## src/emesh_pkg.sv

```systemverilog
package emesh_pkg;

   // ##############################
   // Packet geometry
   // ##############################
   localparam int PW = 104;           // Full mesh packet, one word
   localparam int AW = 32;            // Address and data width

   // Field offsets, LSB first
   localparam int WRITE_BIT    = 0;
   localparam int DATAMODE_LSB = 1;
   localparam int DM_W         = 2;   // Data mode width
   localparam int CTRLMODE_LSB = 3;
   localparam int CM_W         = 5;   // Control mode width
   localparam int DSTADDR_LSB  = 8;
   localparam int DATA_LSB     = 40;
   localparam int SRCADDR_LSB  = 72;

   // ##############################
   // Data mode encoding
   // ##############################
   typedef enum logic [DM_W-1:0] {
      DM_BYTE   = 2'd0,
      DM_HALF   = 2'd1,
      DM_WORD   = 2'd2,               // Only mode the GPIO block really serves
      DM_DOUBLE = 2'd3
   } datamode_e;

endpackage

```

## src/gpio_pkg.sv

```systemverilog
package gpio_pkg;

   localparam int GW = 32;            // GPIO pins

   // Response flow control
   localparam int RESP_CREDITS = 2;   // Credits held after reset
   localparam int CREDIT_W     = 2;   // Counter width

   // Register select from dstaddr[4:2]
   localparam int REG_ADDR_LSB = 2;
   localparam int REG_ADDR_W   = 3;

   typedef enum logic [REG_ADDR_W-1:0] {
      REG_DIR    = 3'd0,              // Output enables
      REG_IN     = 3'd1,              // Synced pin values, read only
      REG_OUT    = 3'd2,
      REG_OUTCLR = 3'd3,
      REG_OUTSET = 3'd4,
      REG_OUTXOR = 3'd5,
      REG_IMASK  = 3'd6,              // 1 masks the interrupt
      REG_ILAT   = 3'd7               // Edge latch, write 1 to clear
   } gpio_reg_e;

   typedef enum logic {ST_IDLE, ST_RESP} ctrl_state_e;

endpackage

```

## src/gpio_input_sync.sv

```systemverilog
module gpio_input_sync
   import gpio_pkg::*;
(
   input  logic          clk,
   input  logic          reset,
   input  logic [GW-1:0] pins,
   output logic [GW-1:0] pins_sync,
   output logic [GW-1:0] rise
);

   logic [GW-1:0] meta_q;    // First stage, may go metastable
   logic [GW-1:0] sync_q;    // Second stage, safe to use
   logic [GW-1:0] prev_q;    // Last synced value

   always_ff @(posedge clk) begin
      if (reset) begin
         meta_q <= '0;
         sync_q <= '0;
         prev_q <= '0;
      end else begin
         meta_q <= pins;
         sync_q <= meta_q;
         prev_q <= sync_q;
      end
   end

   assign pins_sync = sync_q;

   // Low to high on the synced value
   assign rise = sync_q & ~prev_q;

endmodule

```

## src/gpio_regs.sv

```systemverilog
module gpio_regs
   import gpio_pkg::*;
(
   input  logic          clk,
   input  logic          reset,
   input  logic          reg_wr,
   input  gpio_reg_e     reg_sel,
   input  logic [GW-1:0] wr_data,
   input  logic [GW-1:0] pins_sync,
   input  logic [GW-1:0] rise,
   output logic [GW-1:0] rd_data,
   output logic [GW-1:0] gpio_out,
   output logic [GW-1:0] gpio_en,
   output logic          gpio_irq
);

   logic [GW-1:0] dir_q;
   logic [GW-1:0] out_q;
   logic [GW-1:0] imask_q;
   logic [GW-1:0] ilat_q;
   logic [GW-1:0] ilat_clr;

   // Write 1 to clear the edge latch
   assign ilat_clr = (reg_wr && reg_sel == REG_ILAT) ? wr_data : '0;

   // ##############################
   // Register writes
   // ##############################
   always_ff @(posedge clk) begin
      if (reset) begin
         dir_q   <= '0;
         out_q   <= '0;
         imask_q <= '0;
         ilat_q  <= '0;
      end else begin
         ilat_q <= (ilat_q & ~ilat_clr) | rise;   // New edge beats clear
         if (reg_wr) begin
            case (reg_sel)
               REG_DIR:    dir_q   <= wr_data;
               REG_OUT:    out_q   <= wr_data;
               REG_OUTCLR: out_q   <= out_q & ~wr_data;
               REG_OUTSET: out_q   <= out_q | wr_data;
               REG_OUTXOR: out_q   <= out_q ^ wr_data;
               REG_IMASK:  imask_q <= wr_data;
               default: ;                         // REG_IN read only, ILAT above
            endcase
         end
      end
   end

   // ##############################
   // Read mux
   // ##############################
   always_comb begin
      case (reg_sel)
         REG_DIR:   rd_data = dir_q;
         REG_IN:    rd_data = pins_sync;
         REG_IMASK: rd_data = imask_q;
         REG_ILAT:  rd_data = ilat_q;
         default:   rd_data = out_q;              // OUT and its set/clr/xor aliases
      endcase
   end

   assign gpio_out = out_q;
   assign gpio_en  = dir_q;

   // Any unmasked latched edge
   assign gpio_irq = |(ilat_q & ~imask_q);

endmodule

```

## src/credit_counter.sv

```systemverilog
module credit_counter
   import gpio_pkg::*;
(
   input  logic clk,
   input  logic reset,
   input  logic credit_in,
   input  logic consume,
   output logic has_credit
);

   logic [CREDIT_W-1:0] count_q;   // Credits the block may still spend

   always_ff @(posedge clk) begin
      if (reset) begin
         count_q <= CREDIT_W'(RESP_CREDITS);
      end else begin
         case ({credit_in, consume})
            2'b10: begin
               // Extra returns above the start value are dropped
               if (count_q != CREDIT_W'(RESP_CREDITS))
                  count_q <= count_q + 1'b1;
            end
            2'b01: begin
               if (count_q != '0)
                  count_q <= count_q - 1'b1;
            end
            default: ;                 // Both or neither, no change
         endcase
      end
   end

   assign has_credit = (count_q != '0);

endmodule

```

## src/gpio_ctrl_fsm.sv

```systemverilog
module gpio_ctrl_fsm
   import emesh_pkg::*, gpio_pkg::*;
(
   input  logic          clk,
   input  logic          reset,
   input  logic          access_in,
   input  logic [PW-1:0] packet_in,
   input  logic          has_credit,
   output logic          wait_out,
   output logic          reg_wr,
   output gpio_reg_e     reg_sel,
   output logic [GW-1:0] wr_data,
   output logic          resp_load,
   output logic          resp_send,
   output logic [AW-1:0] resp_dst
);

   ctrl_state_e state_q;
   ctrl_state_e state_d;
   logic        accept;
   logic        is_write;

   // ##############################
   // Request decode
   // ##############################
   assign accept   = access_in && (state_q == ST_IDLE);
   assign is_write = packet_in[WRITE_BIT];

   // Data and ctrl mode fields ignored, every access is a word
   assign reg_sel  = gpio_reg_e'(packet_in[DSTADDR_LSB + REG_ADDR_LSB +: REG_ADDR_W]);
   assign wr_data  = packet_in[DATA_LSB +: GW];
   assign resp_dst = packet_in[SRCADDR_LSB +: AW];   // Reply goes back to sender

   assign reg_wr    = accept && is_write;    // Register updates on this edge
   assign resp_load = accept && !is_write;   // Packer grabs the read value now

   // Fire as soon as a credit is there
   assign resp_send = (state_q == ST_RESP) && has_credit;

   assign wait_out = (state_q == ST_RESP);   // One read outstanding at most

   // ##############################
   // State register
   // ##############################
   always_comb begin
      state_d = state_q;
      case (state_q)
         ST_IDLE: if (resp_load)  state_d = ST_RESP;
         ST_RESP: if (has_credit) state_d = ST_IDLE;
         default:                 state_d = ST_IDLE;
      endcase
   end

   always_ff @(posedge clk) begin
      if (reset)
         state_q <= ST_IDLE;
      else
         state_q <= state_d;
   end

endmodule

```

## src/resp_packer.sv

```systemverilog
module resp_packer
   import emesh_pkg::*, gpio_pkg::*;
(
   input  logic          clk,
   input  logic          reset,
   input  logic          resp_load,
   input  logic          resp_send,
   input  logic [GW-1:0] rd_data,
   input  logic [AW-1:0] resp_dst,
   output logic          access_out,
   output logic [PW-1:0] packet_out
);

   logic [GW-1:0] data_q;   // Register value at read time
   logic [AW-1:0] dst_q;    // Requester address

   always_ff @(posedge clk) begin
      if (reset) begin
         data_q <= '0;
         dst_q  <= '0;
      end else if (resp_load) begin
         data_q <= rd_data;
         dst_q  <= resp_dst;
      end
   end

   // Read response, always a word, no source address
   always_comb begin
      packet_out = '0;
      packet_out[WRITE_BIT]                = 1'b0;
      packet_out[DATAMODE_LSB +: DM_W]     = DM_WORD;
      packet_out[CTRLMODE_LSB +: CM_W]     = '0;
      packet_out[DSTADDR_LSB +: AW]        = dst_q;
      packet_out[DATA_LSB +: GW]           = data_q;
      packet_out[SRCADDR_LSB +: AW]        = '0;
   end

   assign access_out = resp_send;

endmodule

```

## src/gpio_top.sv

```systemverilog
module gpio_top
   import emesh_pkg::*, gpio_pkg::*;
(
   input  logic          clk,
   input  logic          reset,
   input  logic          access_in,
   input  logic [PW-1:0] packet_in,
   output logic          wait_out,
   output logic          access_out,
   output logic [PW-1:0] packet_out,
   input  logic          credit_in,
   input  logic [GW-1:0] gpio_in,
   output logic [GW-1:0] gpio_out,
   output logic [GW-1:0] gpio_en,
   output logic          gpio_irq
);

   logic [GW-1:0] pins_sync;
   logic [GW-1:0] rise;
   logic [GW-1:0] rd_data;
   logic [GW-1:0] wr_data;
   logic          reg_wr;
   gpio_reg_e     reg_sel;
   logic          resp_load;
   logic          resp_send;   // Also spends a credit
   logic [AW-1:0] resp_dst;
   logic          has_credit;

   // ##############################
   // Pin side
   // ##############################
   gpio_input_sync u_sync (
      .clk       (clk),
      .reset     (reset),
      .pins      (gpio_in),
      .pins_sync (pins_sync),
      .rise      (rise)
   );

   gpio_regs u_regs (
      .clk       (clk),
      .reset     (reset),
      .reg_wr    (reg_wr),
      .reg_sel   (reg_sel),
      .wr_data   (wr_data),
      .pins_sync (pins_sync),
      .rise      (rise),
      .rd_data   (rd_data),
      .gpio_out  (gpio_out),
      .gpio_en   (gpio_en),
      .gpio_irq  (gpio_irq)
   );

   // ##############################
   // Mesh side
   // ##############################
   gpio_ctrl_fsm u_ctrl (
      .clk        (clk),
      .reset      (reset),
      .access_in  (access_in),
      .packet_in  (packet_in),
      .has_credit (has_credit),
      .wait_out   (wait_out),
      .reg_wr     (reg_wr),
      .reg_sel    (reg_sel),
      .wr_data    (wr_data),
      .resp_load  (resp_load),
      .resp_send  (resp_send),
      .resp_dst   (resp_dst)
   );

   credit_counter u_credit (
      .clk        (clk),
      .reset      (reset),
      .credit_in  (credit_in),
      .consume    (resp_send),
      .has_credit (has_credit)
   );

   resp_packer u_resp (
      .clk        (clk),
      .reset      (reset),
      .resp_load  (resp_load),
      .resp_send  (resp_send),
      .rd_data    (rd_data),
      .resp_dst   (resp_dst),
      .access_out (access_out),
      .packet_out (packet_out)
   );

endmodule

```

## config.mk

```make
export PLATFORM = sky130hd
export DESIGN_NAME = gpio_top
export DESIGN_NICKNAME = d
export VERILOG_FILES = /design/src/emesh_pkg.sv /design/src/gpio_pkg.sv /design/src/gpio_input_sync.sv /design/src/gpio_regs.sv /design/src/credit_counter.sv /design/src/gpio_ctrl_fsm.sv /design/src/resp_packer.sv /design/src/gpio_top.sv
export SDC_FILE = /design/constraint.sdc
export NUM_CORES = 1
export LEC_CHECK = 0
export BUFFER_PORTS_ARGS = -buffer_cell sky130_fd_sc_hd__buf_2
export CORE_ASPECT_RATIO = 1.5
export CORE_UTILIZATION = 35
export CTS_CLUSTER_DIAMETER = 200
export DETAILED_ROUTE_END_ITERATION = 10
export GPL_TIMING_DRIVEN = 0
export SLEW_MARGIN = 25
export SYNTH_ARGS = -nofsm -noshare
export SYNTH_HDL_FRONTEND = slang
export SYNTH_SLANG_ARGS = --single-unit
export TNS_END_PERCENT = 10
```

## constraint.sdc

```tcl
create_clock -name clk -period 1.92 [get_ports clk]
set_clock_uncertainty 0.1 [all_clocks]
set_input_delay 0.192 -clock clk [delete_from_list [all_inputs] [get_ports clk]]
set_output_delay 0.192 -clock clk [all_outputs]
set_load 0.005 [all_outputs]
```

# After elaboration in Yosys (flattened, before gate mapping)
# Index checks and enable logic that the tools add are counted.
# Widths: inputs -> output; s select.
word_totals:
  ram_bits: 0
  n_memories: 0
  elab_cells: 61
  inputBits: 140
  latchBits: 0
  mem_bits_ro: 0
  output_inout_bits: 171
  register_bits: 291
op_classes:
  n_eq_ne: 12
  muxes: 9
  reduce_logical: 15
  mul: 0
  n_bitwise: 12
  order_cmp: 0
  n_shift: 0
  addsub: 2
  div_mod_pow: 0
ops:
  columns: ["cell", "count"]
  rows:
  - ["$pmux 32 s4", 2]
  - ["$and 32x32->32", 4]
  - ["$not 32->32", 4]
  - ["$or 32x32->32", 2]
  - ["$mux 32", 1]
  - ["$reduce_or 32->1", 1]
  - ["$xor 32x32->32", 1]
  - ["$eq 3x3->1 const B", 4]
  - ["$eq 3x2->1 const B", 2]
  - ["$reduce_and 2->1", 3]
  - ["$logic_and 1x1->1", 5]
  - ["$mux 2", 2]
  - ["$ne 2x2->1 const B", 2]
  - ["$pmux 2 s2", 1]
  - ["$reduce_bool 2->1", 2]
  - ["$reduce_bool 4->1", 1]
  - ["$eq 3x1->1 const B", 1]
  - ["$logic_not 3->1", 1]
  - ["$reduce_and 3->1", 1]
  - ["$add 2x1->2 const B", 1]
  - ["$eq 2x1->1 const B", 1]
  - ["$eq 2x2->1 const B", 1]
  - ["$mux 1", 2]
  - ["$ne 2x1->1 const B", 1]
  - ["4 further kinds", 4]

# Longest topological paths before layout
# Gate-level depths: netlist of run 1.
logic_depth:
  word_depth: 8
  ltp_mapped: 7
  depth_no_buf: 7

# Modules after synthesis
# From an unflattened synthesis of run 1, not the netlist that was laid out.
unflattened:
  cells_unflattened: 1589
  area_unflattened_um2: 13878.3
modules_own_cells:
  columns: ["mod", "area_per_inst_um2", "seq_area_each_um2", "instances", "cells_each"]
  rows:
  - ["gpio_regs", 7778.7, 2562.5, 1, 1019]
  - ["gpio_input_sync", 2800.2, 1921.8, 1, 234]
  - ["resp_packer", 2606.2, 1281.2, 1, 249]
  - ["gpio_ctrl_fsm", 571.8, 20.0, 1, 73]
  - ["credit_counter", 121.4, 40.0, 1, 14]

# Worst setup path after synthesis of run 1
# No wires, ideal clock.
synth_path:
  path_type: "register -> register"
  from: "reg u_ctrl.state_q (netlist: u_ctrl.wait_out)"
  to: "reg u_credit.count_q[1]"
  setup_time_ps: 119
  path_slack_ps: 203
  arrival_ps: 1498
  path_stages_with_launch: 6
  period_less_slack_ps: 1717
  path_buffers: 0
  required_time_ps: 1701
  cell_sequence: "dfxtp_1 > o21ai_0 > ha_1 > or3b_2 > a21oi_1 > o21bai_1"
synth_via:
  elab_chain_len: 4
  word_cells_on_any_way: 8
  classes_between: "4 x eq/ne; 1 x mux; 3 x reduce/logical"
synth_lines:
  columns: ["element", "line_no", "rtl"]
  rows:
  - ["start: declaration", "gpio_ctrl_fsm.sv:18", "ctrl_state_e state_q;"]
  - ["start signal: assignment", "gpio_ctrl_fsm.sv:58", "state_q <= state_d;"]
  - ["$logic_and 1x1->1 (*)", "gpio_ctrl_fsm.sv:38", "assign resp_send = (state_q == ST_RESP) && has_credit;"]
  - ["$eq 2x2->1 or $eq 2x1->1 (tied branches)", "credit_counter.sv:17", "case ({credit_in, consume})"]
  - ["$ne 2x1->1 (no line), or another cell as far along", null, null]
  - ["$reduce_and 3->1 (no line)", null, null]
  - ["end signal: assignment", "credit_counter.sv:15", "count_q <= CREDIT_W'(RESP_CREDITS);"]
  - ["end signal: assignment", "credit_counter.sv:21", "count_q <= count_q + 1'b1;"]
  - ["end signal: assignment", "credit_counter.sv:25", "count_q <= count_q - 1'b1;"]
  - ["end: declaration", "credit_counter.sv:11", "logic [CREDIT_W-1:0] count_q;"]
# Mark *: on every way between the ends. The rest lies on a longest branch, timed or not.
# A chain may end at the register's enable or synchronous reset.

# Final worst setup path of run 1
layout_path:
  from: "reg u_regs.imask_q[17]"
  to: "out gpio_irq"
layout_via:
  elab_chain_len: 3
layout_lines:
  columns: ["element", "line_no", "rtl"]
  rows:
  - ["start: declaration", "gpio_regs.sv:19", "logic [GW-1:0] imask_q;"]
  - ["start signal: assignment", "gpio_regs.sv:44", "REG_IMASK: imask_q <= wr_data;"]
  - ["$not 32->32", "gpio_regs.sv:68", "assign gpio_irq = |(ilat_q & ~imask_q);"]
  - ["$and 32x32->32", "gpio_regs.sv:68", null]
  - ["$reduce_or 32->1", "gpio_regs.sv:68", null]
  - ["end: declaration", "gpio_top.sv:15", "output logic gpio_irq"]
# Every way passes these cells.

==> results of run 1 <==
-- metrics by stage --
stage	util, %	setup TNS, ps
2_1_floorplan	-	0
3_3_place_gp	41.0	-57960
3_5_place_dp	41.1	-55630
4_1_cts	47.4	-346
5_1_grt	47.7	-1480
6_report	47.7	-289
-- tightest hold or removal path, delay by kind of cell --
kind | cells | cell delay [ps]
compound gates | 1 | 50
buf+inv | 2 | 290
simple gates | 3 | 230
-- routing by layer --
layer | track usage, % | vias up
met5 | 0 | -
met4 | 13.0 | 0
met3 | 3.26 | 116
met2 | 47.0 | 522
met1 | 28.1 | 5804
li1 | - | 5820
-- where the power goes --
part	switching, mW	total (mW)	internal (mW)
Combinational	0.992	1.75	0.754
Sequential	0.173	6.44	6.27
Clock	2.61	6.35	3.74
Total	3.77	14.5	10.8
-- synth_stat cells (2+ instances only) --
| library cell | n |
|---|---|
| sky130_fd_sc_hd__and3_1 | 62 |
| sky130_fd_sc_hd__inv_1 | 98 |
| sky130_fd_sc_hd__o21ai_0 | 14 |
| sky130_fd_sc_hd__a311oi_1 | 2 |
| sky130_fd_sc_hd__nor3_1 | 4 |
| sky130_fd_sc_hd__nor2_1 | 10 |
| sky130_fd_sc_hd__o22ai_1 | 16 |
| sky130_fd_sc_hd__nor2b_1 | 126 |
| sky130_fd_sc_hd__a222oi_1 | 17 |
| sky130_fd_sc_hd__o31a_1 | 15 |
| sky130_fd_sc_hd__clkbuf_1 | 81 |
| sky130_fd_sc_hd__conb_1 | 2 |
| sky130_fd_sc_hd__a22oi_1 | 19 |
| sky130_fd_sc_hd__a21oi_1 | 103 |
| sky130_fd_sc_hd__buf_4 | 40 |
| sky130_fd_sc_hd__a221oi_1 | 32 |
| sky130_fd_sc_hd__buf_2 | 20 |
| sky130_fd_sc_hd__buf_1 | 5 |
| sky130_fd_sc_hd__o21ai_1 | 24 |
| sky130_fd_sc_hd__nand3b_1 | 3 |
| sky130_fd_sc_hd__nand3_1 | 3 |
| sky130_fd_sc_hd__a2111oi_0 | 29 |
| sky130_fd_sc_hd__or3_1 | 2 |
| sky130_fd_sc_hd__nor4_1 | 4 |
| sky130_fd_sc_hd__mux2_2 | 17 |
| sky130_fd_sc_hd__nand2_1 | 228 |
| sky130_fd_sc_hd__nand2b_1 | 34 |
| sky130_fd_sc_hd__ha_1 | 66 |
| sky130_fd_sc_hd__a211oi_1 | 88 |
| sky130_fd_sc_hd__dfxtp_1 | 291 |
-- final timing paths --
| check | startpoint | endpoint | cells past startpoint |
|---|---|---|---|
| max | u_regs.imask_q[17] | gpio_irq | 4 |
| min | access_in | u_regs.gpio_en[31] | 6 |
| max reg2reg | u_ctrl.wait_out | u_resp.data_q[24] | 6 |
| min reg2reg | u_sync.meta_q[4] | u_sync.pins_sync[4] | 1 |
-- placed cells by master, fill, tap and decap left out, drive strengths merged, types with 62 or more instances in the layout --
| master | synthesis | final |
|---|---|---|
| and3 | 62 | 62 |
| dlygate4sd3 | 0 | 100 |
| a21oi | 103 | 103 |
| a211oi | 88 | 88 |
| ha | 66 | 66 |
| dfxtp | 291 | 291 |
| clkbuf | 81 | 116 |
| nand2 | 228 | 228 |
| buf | 66 | 310 |
| nor2b | 126 | 126 |
| inv | 99 | 100 |
-- area by class of cell --
type	count	area (µm²)
timing repair buffer	340	2220
clock inverter	15	203
multi-input combinational	968	6290
fill	3455	18800
sequential	291	5860
buffer	145	792
tap	478	598
clock buffer	41	873
inverter	99	379
-- state kept, by name, indices dropped and copies added (netlist names) --
register and count:
u_regs.ilat_q 32, u_sync.prev_q 32, u_regs.gpio_out 32, u_regs.gpio_en 32, u_regs.imask_q 32, u_sync.meta_q 32
u_resp.data_q 32, u_sync.pins_sync 32, u_ctrl.wait_out 1, u_credit.count_q 2, u_resp.dst_q 32
-- logic make-up (layout without fill, tap and decap cells) --
kind of cell               Yosys count  count (layout)  share of synthesized area, %
and+or+nand+nor                    483             483                          19.0
AOI/OAI and AO/OA                  360             360                          19.2
DFF                                291             291                          45.2
buffers and inverters              246             640                          8.58
adders and majority gates           66              66                          6.41
muxes                               17              17                          1.49
other                                2              40                        0.0583
xor gates and xnor gates             2               2                         0.136
-- timing repair --
item / in CTS / in global routing
gates cloned: 0 / 0
pin swaps: 6 / 3
setup buffers: 7 / 0
hold buffers: 100 / 0
hold endpoints to repair: 163 / 0
resized for setup: 91 / 53
setup endpoints to repair: 181 / 138
==> results.txt, run 1 <==
----------------------------------------------------
[Synthesis]
  Post-Synthesis Cell Area ... between 10,000 and 15,000 µm²
  Mean area per synthesized cell ... approximately 9 µm²
  Yosys warnings ... 0
  Top cell type by total area after synthesis ... sky130_fd_sc_hd__dfxtp_1
  Sequential area share after synthesis ... between 40 and 50%
  Mapped Cells ... approximately 1,500
  Count of flip-flops with a built-in enable after synthesis ... 0
  Most area-consuming cells after synthesis ... sky130_fd_sc_hd__dfxtp_1 (45%), sky130_fd_sc_hd__nand2_1 (6.6%), sky130_fd_sc_hd__ha_1 (6.4%)
  Number of unique standard cell types used by synthesis ... 42
  Leading register cell type out of synthesis ... sky130_fd_sc_hd__dfxtp_1
  Share of the synthesized area in the top cell type ... between 40% and 50%
  Fraction of synthesis flops using an asynchronous set or reset pin ... 0%
  Number of storage elements in the synthesis netlist ... 291

[GRT]
  Initial antenna violation count ... 0
  Via count of the first global-routing pass ... ~12,000
  Maximum number of pins on one net before global-route repair ... 15
  Overall overflow remaining after global route ... 0
  Total Routing Usage GR ... between 20% and 30%
  First-pass GRT wire length ... slightly above 70,000 µm

[Drt]
  Length of routed met2 wiring ... about 25,000 µm
  Routed met1 length ... between 15,000 and 20,000 µm
  Count of routing violations after the opening detailed-route iteration ... between 900 and 1,000
  First-pass iteration count of the detailed router ... 7
  Top routing layer in use ... met4
  DRC violations left ... 0
  Detail-routed net length per standard cell ... 20.4 µm
  Number of routed nets with antenna violations ... 0
  Met3 WL ... ~2900 µm
  DR vias ... about 12,000
  Post-detailed-route via-to-cell ratio ... between 5 and 6
  Wirelength, routed ... slightly below 50,000 µm

[Timing]
  Pin slew with the least headroom to its limit ... 946 ps
  Maximum achievable frequency ... around 0.48 GHz
  Finish-stage setup viols ... 6
  Period utilization ... 109%
  Final Hold Viols ... 0
  Worst hold slack ... ~150 ps
  Worst rel slew slack ... 36.9%
  RSZ-0062 raised after global routing ... yes
  Final critical-path required period ... between 2000 and 2500 ps
  Total count of max-transition violations in the final report ... 0
  Smallest setup slack after layout ... -171 ps

[Pwr]
  Standby leakage power ... 7.30 nW
  Overall power ... between 10 and 15 mW
  Power per unit of standard cell area ... ~840 nW/µm²
  IR Drop Worst-Case VDD ... about 0.60 mV

[Clocking]
  CTS tree ... built
  Clock latency on the worst-skew pair ... around 570 ps
  Maximum root-to-sink buffer count ... 3
  Root buf cell ... sky130_fd_sc_hd__clkbuf_16
  Total CTS buffers ... 30
  H-tree depth ... 1
  Clock sink count ... between 200 and 300
  Register clock-pin slew on the reported worst setup and hold paths ... around 70 ps

[Die]
  Vertical die dimension ... between 200 and 250 µm
  Core Area ... roughly 36,000 µm²
  Total I/O pin count ... between 300 and 400
  Area of the die ... around 38,000 µm²
  Starting Density ... between 30 and 40%
  Number of core rows ... between 80 and 90
  Die X ... between 150 and 200 µm

[Final layout]
  Final cell count without fillers ... about 2,400
  Final net count ... roughly 2,100
  Proportion of layout cells with a drive suffix above 1 ... between 20 and 25%
  Area delta synth->final ... 33.6%
  Non-Filler Cell Area, Final ... between 15,000 and 20,000 µm²
  Count of antenna diodes in the layout ... 0

[Place]
  Half-perimeter wire length of the detailed placement result ... around 37,000 µm
  Port Buffers ... 233
  Number of placed instances, taps included ... about 2,200
  Routability congestion estimate ... around 0.94
  Area of placed instances ... 14,800 µm²
  Pre-CTS setup slack ... -555 ps

[Worst setup path]
  Top cell family by delay on the critical path ... simple AND/OR/NAND/NOR gates
  Cell at the slowest stage of the critical path ... sky130_fd_sc_hd__dfxtp_2
  Sequence of cells on the critical path ... o22ai_2 -> nor4_2 -> nand4_1 -> buf_2
  Arrival time of data at the critical path endpoint ... 1800 ps
  Buffers & Inverters on Critical Path ... 1
  Sort of element at the end of the critical path ... output port
  Setup slack of the worst register-to-register path ... -10 ps
  Startpoint Class ... flip-flop
  Maximum fanout along the worst path ... 3
  Largest stage delay, worst path ... between 300 and 400 ps
  Class of the most critical setup path ... reg -> out
  Worst path required time ... around 1600 ps

[Outcome]
  Violated checks ... setup timing
  Result of the run ... finished with violations

[Job]
  Max-cap violations ... 0

[Hold path]
  Hold crit path type ... in -> reg

----------------------------------------------------
No activity file was read; power rests on OpenSTA's default activity.
==> run 2: changes to the inputs <==
CORE_UTILIZATION = 50   (was 35)
PLACE_DENSITY = 0.75   (was default)
==> run 2 against run 1 <==
  * The flow still finishes with violations (setup timing)
  * Final cell count down 6.5%
  * Clock power down 10%
  * Critical path depth unchanged
  * Final area down 1.7%
  * First-iteration DRC count up 12%
  * Maximum frequency down 1.4%
  * Worst hold slack better by 21 ps
  * Power down 4.4%
  * Sequential share of layout area up 0.57 points
  * Critical path type unchanged
  * Largest cell class unchanged
==> results.txt, run 2 (synthesis results as in run 1) <==
----------------------------------------------------
[Timing]
  Worst rel slew slack ... 39.8% (+2.9 points)
  Final critical-path required period ... 2120 ps (+29.0 ps)
  Smallest setup slack after layout ... -200 ps (-29.0 ps)
  Maximum achievable frequency ... 0.472 GHz (-1.4%)
  Total count of max-transition violations in the final report ... 0 (unchanged)
  Final Hold Viols ... 0 (unchanged)
  Finish-stage setup viols ... 3 (-3)
  RSZ-0062 raised after global routing ... yes
  Period utilization ... 110% (+1.5 points)
  Pin slew with the least headroom to its limit ... 903 ps (-43.5 ps)

[GRT]
  Maximum number of pins on one net before global-route repair ... 16 (+1)
  First-pass GRT wire length ... 68,600 µm (-4.1%)
  Total Routing Usage GR ... 34.1% (+8.6 points)
  Overall overflow remaining after global route ... 0 (unchanged)
  Initial antenna violation count ... 1 (+1)
  Via count of the first global-routing pass ... 12,300 (+2.1%)

[Place]
  Area of placed instances ... 14,600 µm² (-1.3%)
  Routability congestion estimate ... 0.939 (-0.30%)
  Half-perimeter wire length of the detailed placement result ... 33,000 µm (-9.6%)
  Port Buffers ... 233 (unchanged)

[Worst setup path]
  Startpoint Class ... flip-flop
  Worst reg2reg path endpoint ... u_regs.gpio_out[2]
  Worst path required time ... 1630 ps (about the same)
  Arrival time of data at the critical path endpoint ... 1830 ps (+30 ps)
  Origin of the critical flop-to-flop path ... u_ctrl.wait_out
  Class of the most critical setup path ... reg -> out
  Path depth of the worst reg2reg path ... 6 (unchanged)
  Sort of element at the end of the critical path ... output port
  Maximum fanout along the worst path ... 3 (unchanged)
  Setup slack of the worst register-to-register path ... -10 ps (about the same)
  Beginning of the critical path ... u_regs.imask_q[31]

[Drt]
  First-pass iteration count of the detailed router ... 6 (-1)
  DRC violations left ... 0 (unchanged)
  Count of routing violations after the opening detailed-route iteration ... 1,013 (+12%)
  Post-detailed-route via-to-cell ratio ... 5.61 (+8.8%)
  Number of routed nets with antenna violations ... 0 (unchanged)
  DR vias ... 12,500 (+1.7%)
  Detail-routed net length per standard cell ... 20.7 µm (+1.4%)
  Wirelength, routed ... 45,900 µm (-5.2%)

[Die]
  Number of core rows ... 71 (-16%)
  Die X ... 133 µm (-16%)
  Total I/O pin count ... 311 (unchanged)
  Area of the die ... 26,400 µm² (-30%)
  Starting Density ... 51.1% (+15 points)
  Vertical die dimension ... 199 µm (-16%)
  Core Area ... 25,200 µm² (-30%)

[Clocking]
  Register clock-pin slew on the reported worst setup and hold paths ... 70 ps (about the same)
  Clock latency on the worst-skew pair ... 550 ps (-20 ps)
  H-tree depth ... 1 (unchanged)
  Root buf cell ... sky130_fd_sc_hd__clkbuf_16
  Total CTS buffers ... 28 (-6.7%)
  Maximum root-to-sink buffer count ... 3 (unchanged)
  CTS tree ... built
  Clock sink count ... 291 (unchanged)

[Final layout]
  Final net count ... 2,078 (-0.14%)
  Most frequent cells in the layout ... sky130_fd_sc_hd__dfxtp_1 (274), sky130_fd_sc_hd__buf_2 (254), sky130_fd_sc_hd__nand2_1 (228), sky130_fd_sc_hd__nor2b_1 (126), sky130_fd_sc_hd__a21oi_1 (102)
  Non-Filler Cell Area, Final ... 16,900 µm² (-1.7%)
  Commonest non-fill, non-tap cell in the layout ... sky130_fd_sc_hd__dfxtp_1
  Layout Utilization ... 67.1% (+19 points)
  Area delta synth->final ... 31.3%
  Count of antenna diodes in the layout ... 0 (unchanged)
  Proportion of layout cells with a drive suffix above 1 ... 23.7% (-0.46 points)

[Hold path]
  Terminating pin of the worst hold path ... u_regs.gpio_en[0]
  Worst Hold Depth ... 5 (-1)
  Hold crit path type ... in -> reg
  Startpoint of the most critical hold path ... packet_in[10]

[Job]
  Max-cap violations ... 0 (unchanged)

[Pwr]
  Standby leakage power ... 7.22 nW (-1.0%)
  IR Drop Worst-Case VDD ... 0.730 mV (+21%)
  Power per unit of standard cell area ... 822 nW/µm² (-2.7%)

[Outcome]
  Violated checks ... setup timing
  Result of the run ... finished with violations

----------------------------------------------------
-- run 2: changes by cell type in the layout (fill, tap and decap cells not counted), moves of 3 or more --
cell	delta
sky130_fd_sc_hd__buf_2	+3
sky130_fd_sc_hd__buf_4	-4
sky130_fd_sc_hd__clkinv_2	+3
sky130_fd_sc_hd__dfxtp_1	+7
sky130_fd_sc_hd__dfxtp_2	-9
sky130_fd_sc_hd__inv_1	+3
sky130_fd_sc_hd__o22ai_2	-3
sky130_fd_sc_hd__o22ai_4	+3
-- run 2: per-stage QoR --
step | power [mW] | hold WS, ps | setup WS, ps | cells | setup TNS (ps)
3_3_place_gp | 7.97 | 301 | -603 | 2066 | -49230
4_1_cts | 13.8 | 140 | -220 | 2221 | -459
2_1_floorplan | 7.38 | 220 | 203 | 1505 | 0
6_report | 13.9 | 167 | -200 | 2222 | -217
5_1_grt | 14.3 | 197 | -225 | 2222 | -1280
3_5_place_dp | 8.02 | 305 | -496 | 2066 | -54840
-- run 2: report_power, final --
part	internal (mW)	switching, mW	leakage, nW	total, mW
sequential	6.27	0.169	2.38	6.44
combinational	0.760	0.999	4.38	1.76
clock	3.23	2.48	0.461	5.71
total	10.3	3.65	7.22	13.9
-- run 2: critical path: stages, from the launching register on --
cell and delay [ps]:
sky130_fd_sc_hd__dfxtp_1 430, sky130_fd_sc_hd__o22ai_4 120, sky130_fd_sc_hd__nor4_2 290, sky130_fd_sc_hd__nand4_1 230
sky130_fd_sc_hd__buf_2 200
-- run 2: cell type report --
type                            instances  area, µm²
Fill cell                            2103       8310
Multi-Input combinational cell        968       6340
Sequential cell                       291       5850
Timing Repair Buffer                  338       2200
Clock buffer                           37        806
Buffer                                146        793
Tap cell                              328        410
Inverter                               99        374
Clock inverter                         15        139
-- run 2: what timing repair did --
item	in CTS	in global routing
gates resized for setup	63	83
setup buffers	3	2
pin swaps	4	6
setup endpoints to repair	183	168
endpoints found under the hold margin	162	0
hold buffers	100	0
-- run 2: worst max-delay path by stage --
stage / end / slack (ps) / depth (start not counted)
floorplan: u_credit.count_q[1] / 200 / 5
global placement: u_resp.data_q[2] / -600 / 6
detailed placement: u_regs.ilat_q[5] / -500 / 5
CTS: gpio_irq / -220 / 5
global route: gpio_irq / -220 / 5
finish: gpio_irq / -200 / 4
-- run 2: per-layer routing --
layer / wire length (µm) / vias up / track usage [%]
li1: - / 5806 / -
met1: 16800 / 5849 / 38.5
met2: 22800 / 667 / 59.8
met3: 3590 / 150 / 4.82
met4: 2670 / 0 / 22.6
met5: 0 / - / 0
==> run 3: changes to the inputs <==
CORE_ASPECT_RATIO = 1.2   (was 1.5)
==> run 3 against run 2 <==
  * The flow still finishes with violations (setup timing)
  * Die area barely moved
  * Critical path depth did not move
  * Final area rose by 1.1%
  * First-iteration DRC count fell by 2.3%
  * Via count fell by 0.71%
  * Non-clock buffer count rose by 2
  * Power rose by 4.1%
  * Clock power rose by 9.6%
  * Combinational power barely moved
  * Critical path type unchanged
==> results.txt, run 3 (synthesis results as in run 1) <==
----------------------------------------------------
[GRT]
  First-pass GRT wire length ... 65,800 µm (-4.1%)
  Overall overflow remaining after global route ... 0 (unchanged)
  Maximum number of pins on one net before global-route repair ... 15 (-1)
  Initial antenna violation count ... 0 (-1)
  Via count of the first global-routing pass ... 11,600 (-5.7%)
  Total Routing Usage GR ... 32.7% (-1.5 points)

[Pwr]
  Standby leakage power ... 7.30 nW (+1.0%)
  IR Drop Worst-Case VDD ... 0.699 mV (-4.3%)
  Power per unit of standard cell area ... 846 nW/µm² (+3.0%)

[Die]
  Core Area ... 25,400 µm² (+0.61%)
  Vertical die dimension ... 178 µm (-10%)
  Area of the die ... 26,400 µm² (about the same)
  Die X ... 149 µm (+12%)
  Starting Density ... 50.8% (-0.31 points)
  Number of core rows ... 64 (-9.9%)
  Total I/O pin count ... 311 (unchanged)

[Final layout]
  Commonest non-fill, non-tap cell in the layout ... sky130_fd_sc_hd__dfxtp_1
  Most frequent cells in the layout ... sky130_fd_sc_hd__dfxtp_1 (268), sky130_fd_sc_hd__buf_2 (255), sky130_fd_sc_hd__nand2_1 (228), sky130_fd_sc_hd__nor2b_1 (126), sky130_fd_sc_hd__a21oi_1 (103)
  Final net count ... 2,082 (+0.19%)
  Area delta synth->final ... 32.7%
  Count of antenna diodes in the layout ... 0 (unchanged)
  Layout Utilization ... 67.4% (+0.31 points)
  Area used by sequential logic in the layout ... 5860 µm² (about the same)
  Combined area of the multi-input logic cells ... 6390 µm² (+0.91%)
  Non-Filler Cell Area, Final ... 17,100 µm² (+1.1%)
  Proportion of layout cells with a drive suffix above 1 ... 25.0% (+1.3 points)
  Final cell count without fillers ... 2,228 (+0.27%)
  Filler Cell Count ... 1,989 (-5.4%)

[Clocking]
  Register clock-pin slew on the reported worst setup and hold paths ... 60 ps (about the same)
  CTS tree ... built
  Root buf cell ... sky130_fd_sc_hd__clkbuf_16
  Clock latency on the worst-skew pair ... 560 ps (about the same)
  Clock sink count ... 291 (unchanged)
  Maximum root-to-sink buffer count ... 3 (unchanged)
  H-tree depth ... 1 (unchanged)
  Total CTS buffers ... 30 (+7.1%)

[Timing]
  Total negative setup slack ... -146 ps (+71.4 ps)
  Maximum achievable frequency ... 0.484 GHz (+2.6%)
  Pin slew with the least headroom to its limit ... 1110 ps (+212 ps)
  Smallest setup slack after layout ... -146 ps (+53.7 ps)
  Final Hold Viols ... 0 (unchanged)
  Final critical-path required period ... 2070 ps (-53.7 ps)
  Finish-stage setup viols ... 1 (-2)
  RSZ-0062 raised after global routing ... yes
  Total count of max-transition violations in the final report ... 0 (unchanged)
  Worst rel slew slack ... 25.1% (-15 points)
  Period utilization ... 108% (-2.8 points)

[Drt]
  DR vias ... 12,400 (-0.71%)
  DRC violations left ... 0 (unchanged)
  Count of routing violations after the opening detailed-route iteration ... 990 (-2.3%)
  First-pass iteration count of the detailed router ... 7 (+1)
  Post-detailed-route via-to-cell ratio ... 5.56 (-0.98%)
  Number of routed nets with antenna violations ... 0 (unchanged)
  Detail-routed net length per standard cell ... 20.1 µm (-2.7%)
  Wirelength, routed ... 44,700 µm (-2.5%)

[Worst setup path]
  Sequence of cells on the critical path ... o22ai_1 -> nor4_4 -> nand4_1 -> buf_2
  Beginning of the critical path ... u_regs.imask_q[24]
  Top cell family by delay on the critical path ... simple AND/OR/NAND/NOR gates
  Path depth of the worst reg2reg path ... 7 (+1)
  Worst reg2reg path endpoint ... u_regs.gpio_out[22]
  Maximum fanout along the worst path ... 3 (unchanged)
  Buffers & Inverters on Critical Path ... 1 (unchanged)
  Setup slack of the worst register-to-register path ... 0 ps (about the same)
  Sort of element at the end of the critical path ... output port
  Arrival time of data at the critical path endpoint ... 1770 ps (-60 ps)
  Timing endpoint of the critical path ... gpio_irq
  Class of the most critical setup path ... reg -> out
  Number of stages on the worst setup path ... 4 (unchanged)
  Origin of the critical flop-to-flop path ... u_ctrl.wait_out
  Cell at the slowest stage of the critical path ... sky130_fd_sc_hd__dfxtp_1
  Largest stage delay, worst path ... 380 ps (-50 ps)
  Startpoint Class ... flip-flop
  Worst path required time ... 1630 ps (about the same)

[Outcome]
  Result of the run ... finished with violations
  Violated checks ... setup timing

[Hold path]
  Hold crit path type ... in -> reg
  Startpoint of the most critical hold path ... packet_in[10]

[Place]
  Area of placed instances ... 14,600 µm² (about the same)
  Number of placed instances, taps included ... 2,068 (+0.097%)
  Half-perimeter wire length of the detailed placement result ... 32,300 µm (-2.1%)
  Pre-CTS setup slack ... -434 ps (+62.3 ps)
  Routability congestion estimate ... 0.952 (+1.5%)
  Port Buffers ... 233 (unchanged)

[Job]
  Max-cap violations ... 0 (unchanged)

----------------------------------------------------
run 3: cell count changes in the layout (fill, tap and decap cells not counted), moves of 3 or more:
cell	before	now
sky130_fd_sc_hd__a2111oi_1	17	2
sky130_fd_sc_hd__a2111oi_2	11	24
sky130_fd_sc_hd__dfxtp_2	14	21
sky130_fd_sc_hd__dfxtp_1	274	268
sky130_fd_sc_hd__clkbuf_2	10	14
sky130_fd_sc_hd__inv_1	86	82
sky130_fd_sc_hd__bufinv_16	2	5
sky130_fd_sc_hd__clkbuf_4	3	0
sky130_fd_sc_hd__inv_2	12	15
run 3: worst min-delay path by stage:
| stage | slack (ps) | cells past startpoint | to |
|---|---|---|---|
| floorplan | 220 | 1 | u_sync.meta_q[0] |
| global placement | 300 | 2 | u_sync.meta_q[23] |
| detailed placement | 310 | 2 | u_sync.meta_q[18] |
| CTS | 120 | 6 | u_regs.gpio_en[31] |
| global route | 190 | 5 | u_regs.gpio_en[31] |
| finish | 150 | 5 | u_regs.gpio_en[31] |
run 3: worst register-to-register path: stages (launching register included):
cell and delay (ps):
sky130_fd_sc_hd__dfxtp_4 370, sky130_fd_sc_hd__nand3b_1 160, sky130_fd_sc_hd__buf_4 190, sky130_fd_sc_hd__nand2b_1 160, sky130_fd_sc_hd__clkbuf_1 160, sky130_fd_sc_hd__buf_4 230
sky130_fd_sc_hd__a2111oi_0 330, sky130_fd_sc_hd__a211oi_1 90
run 3: layout make-up:
type	count	share of cell area [%]
sequential	291	34.3
buffer	147	4.61
inverter	99	2.20
timing repair buffer	339	12.9
multi-input combinational	968	37.4
clock inverter	16	1.27
tap	330	2.41
clock buffer	38	4.92
run 3: repair_timing:
item                                    CTS  global route
resized for setup                        54           104
pin swaps                                 5             7
endpoints found under the setup margin  183            96
hold buffers                            100             0
setup buffers                             3             3
hold endpoints to repair                163             0
run 3: stage by stage:
stage | power [mW] | hold slack (ps)
final | 14.5 | 153
after global routing | 14.9 | 191
after global placement | 7.96 | 303
after CTS | 14.4 | 119
after floorplan | 7.38 | 220
after detailed placement | 8.01 | 305
run 3: power by group:
part / internal (mW) / leakage (nW) / switching (mW)
combinational: 0.767 / 4.39 / 1.00
sequential: 6.27 / 2.39 / 0.174
clock: 3.76 / 0.517 / 2.50
run 3: layer usage:
metal	global-route usage [%]	part of all wire [%]	wire [µm]
met1	39.5	38	16900
met2	56.4	48	21600
met3	5.58	9.6	4290
met4	14.6	4.4	1950
met5	0	0	0
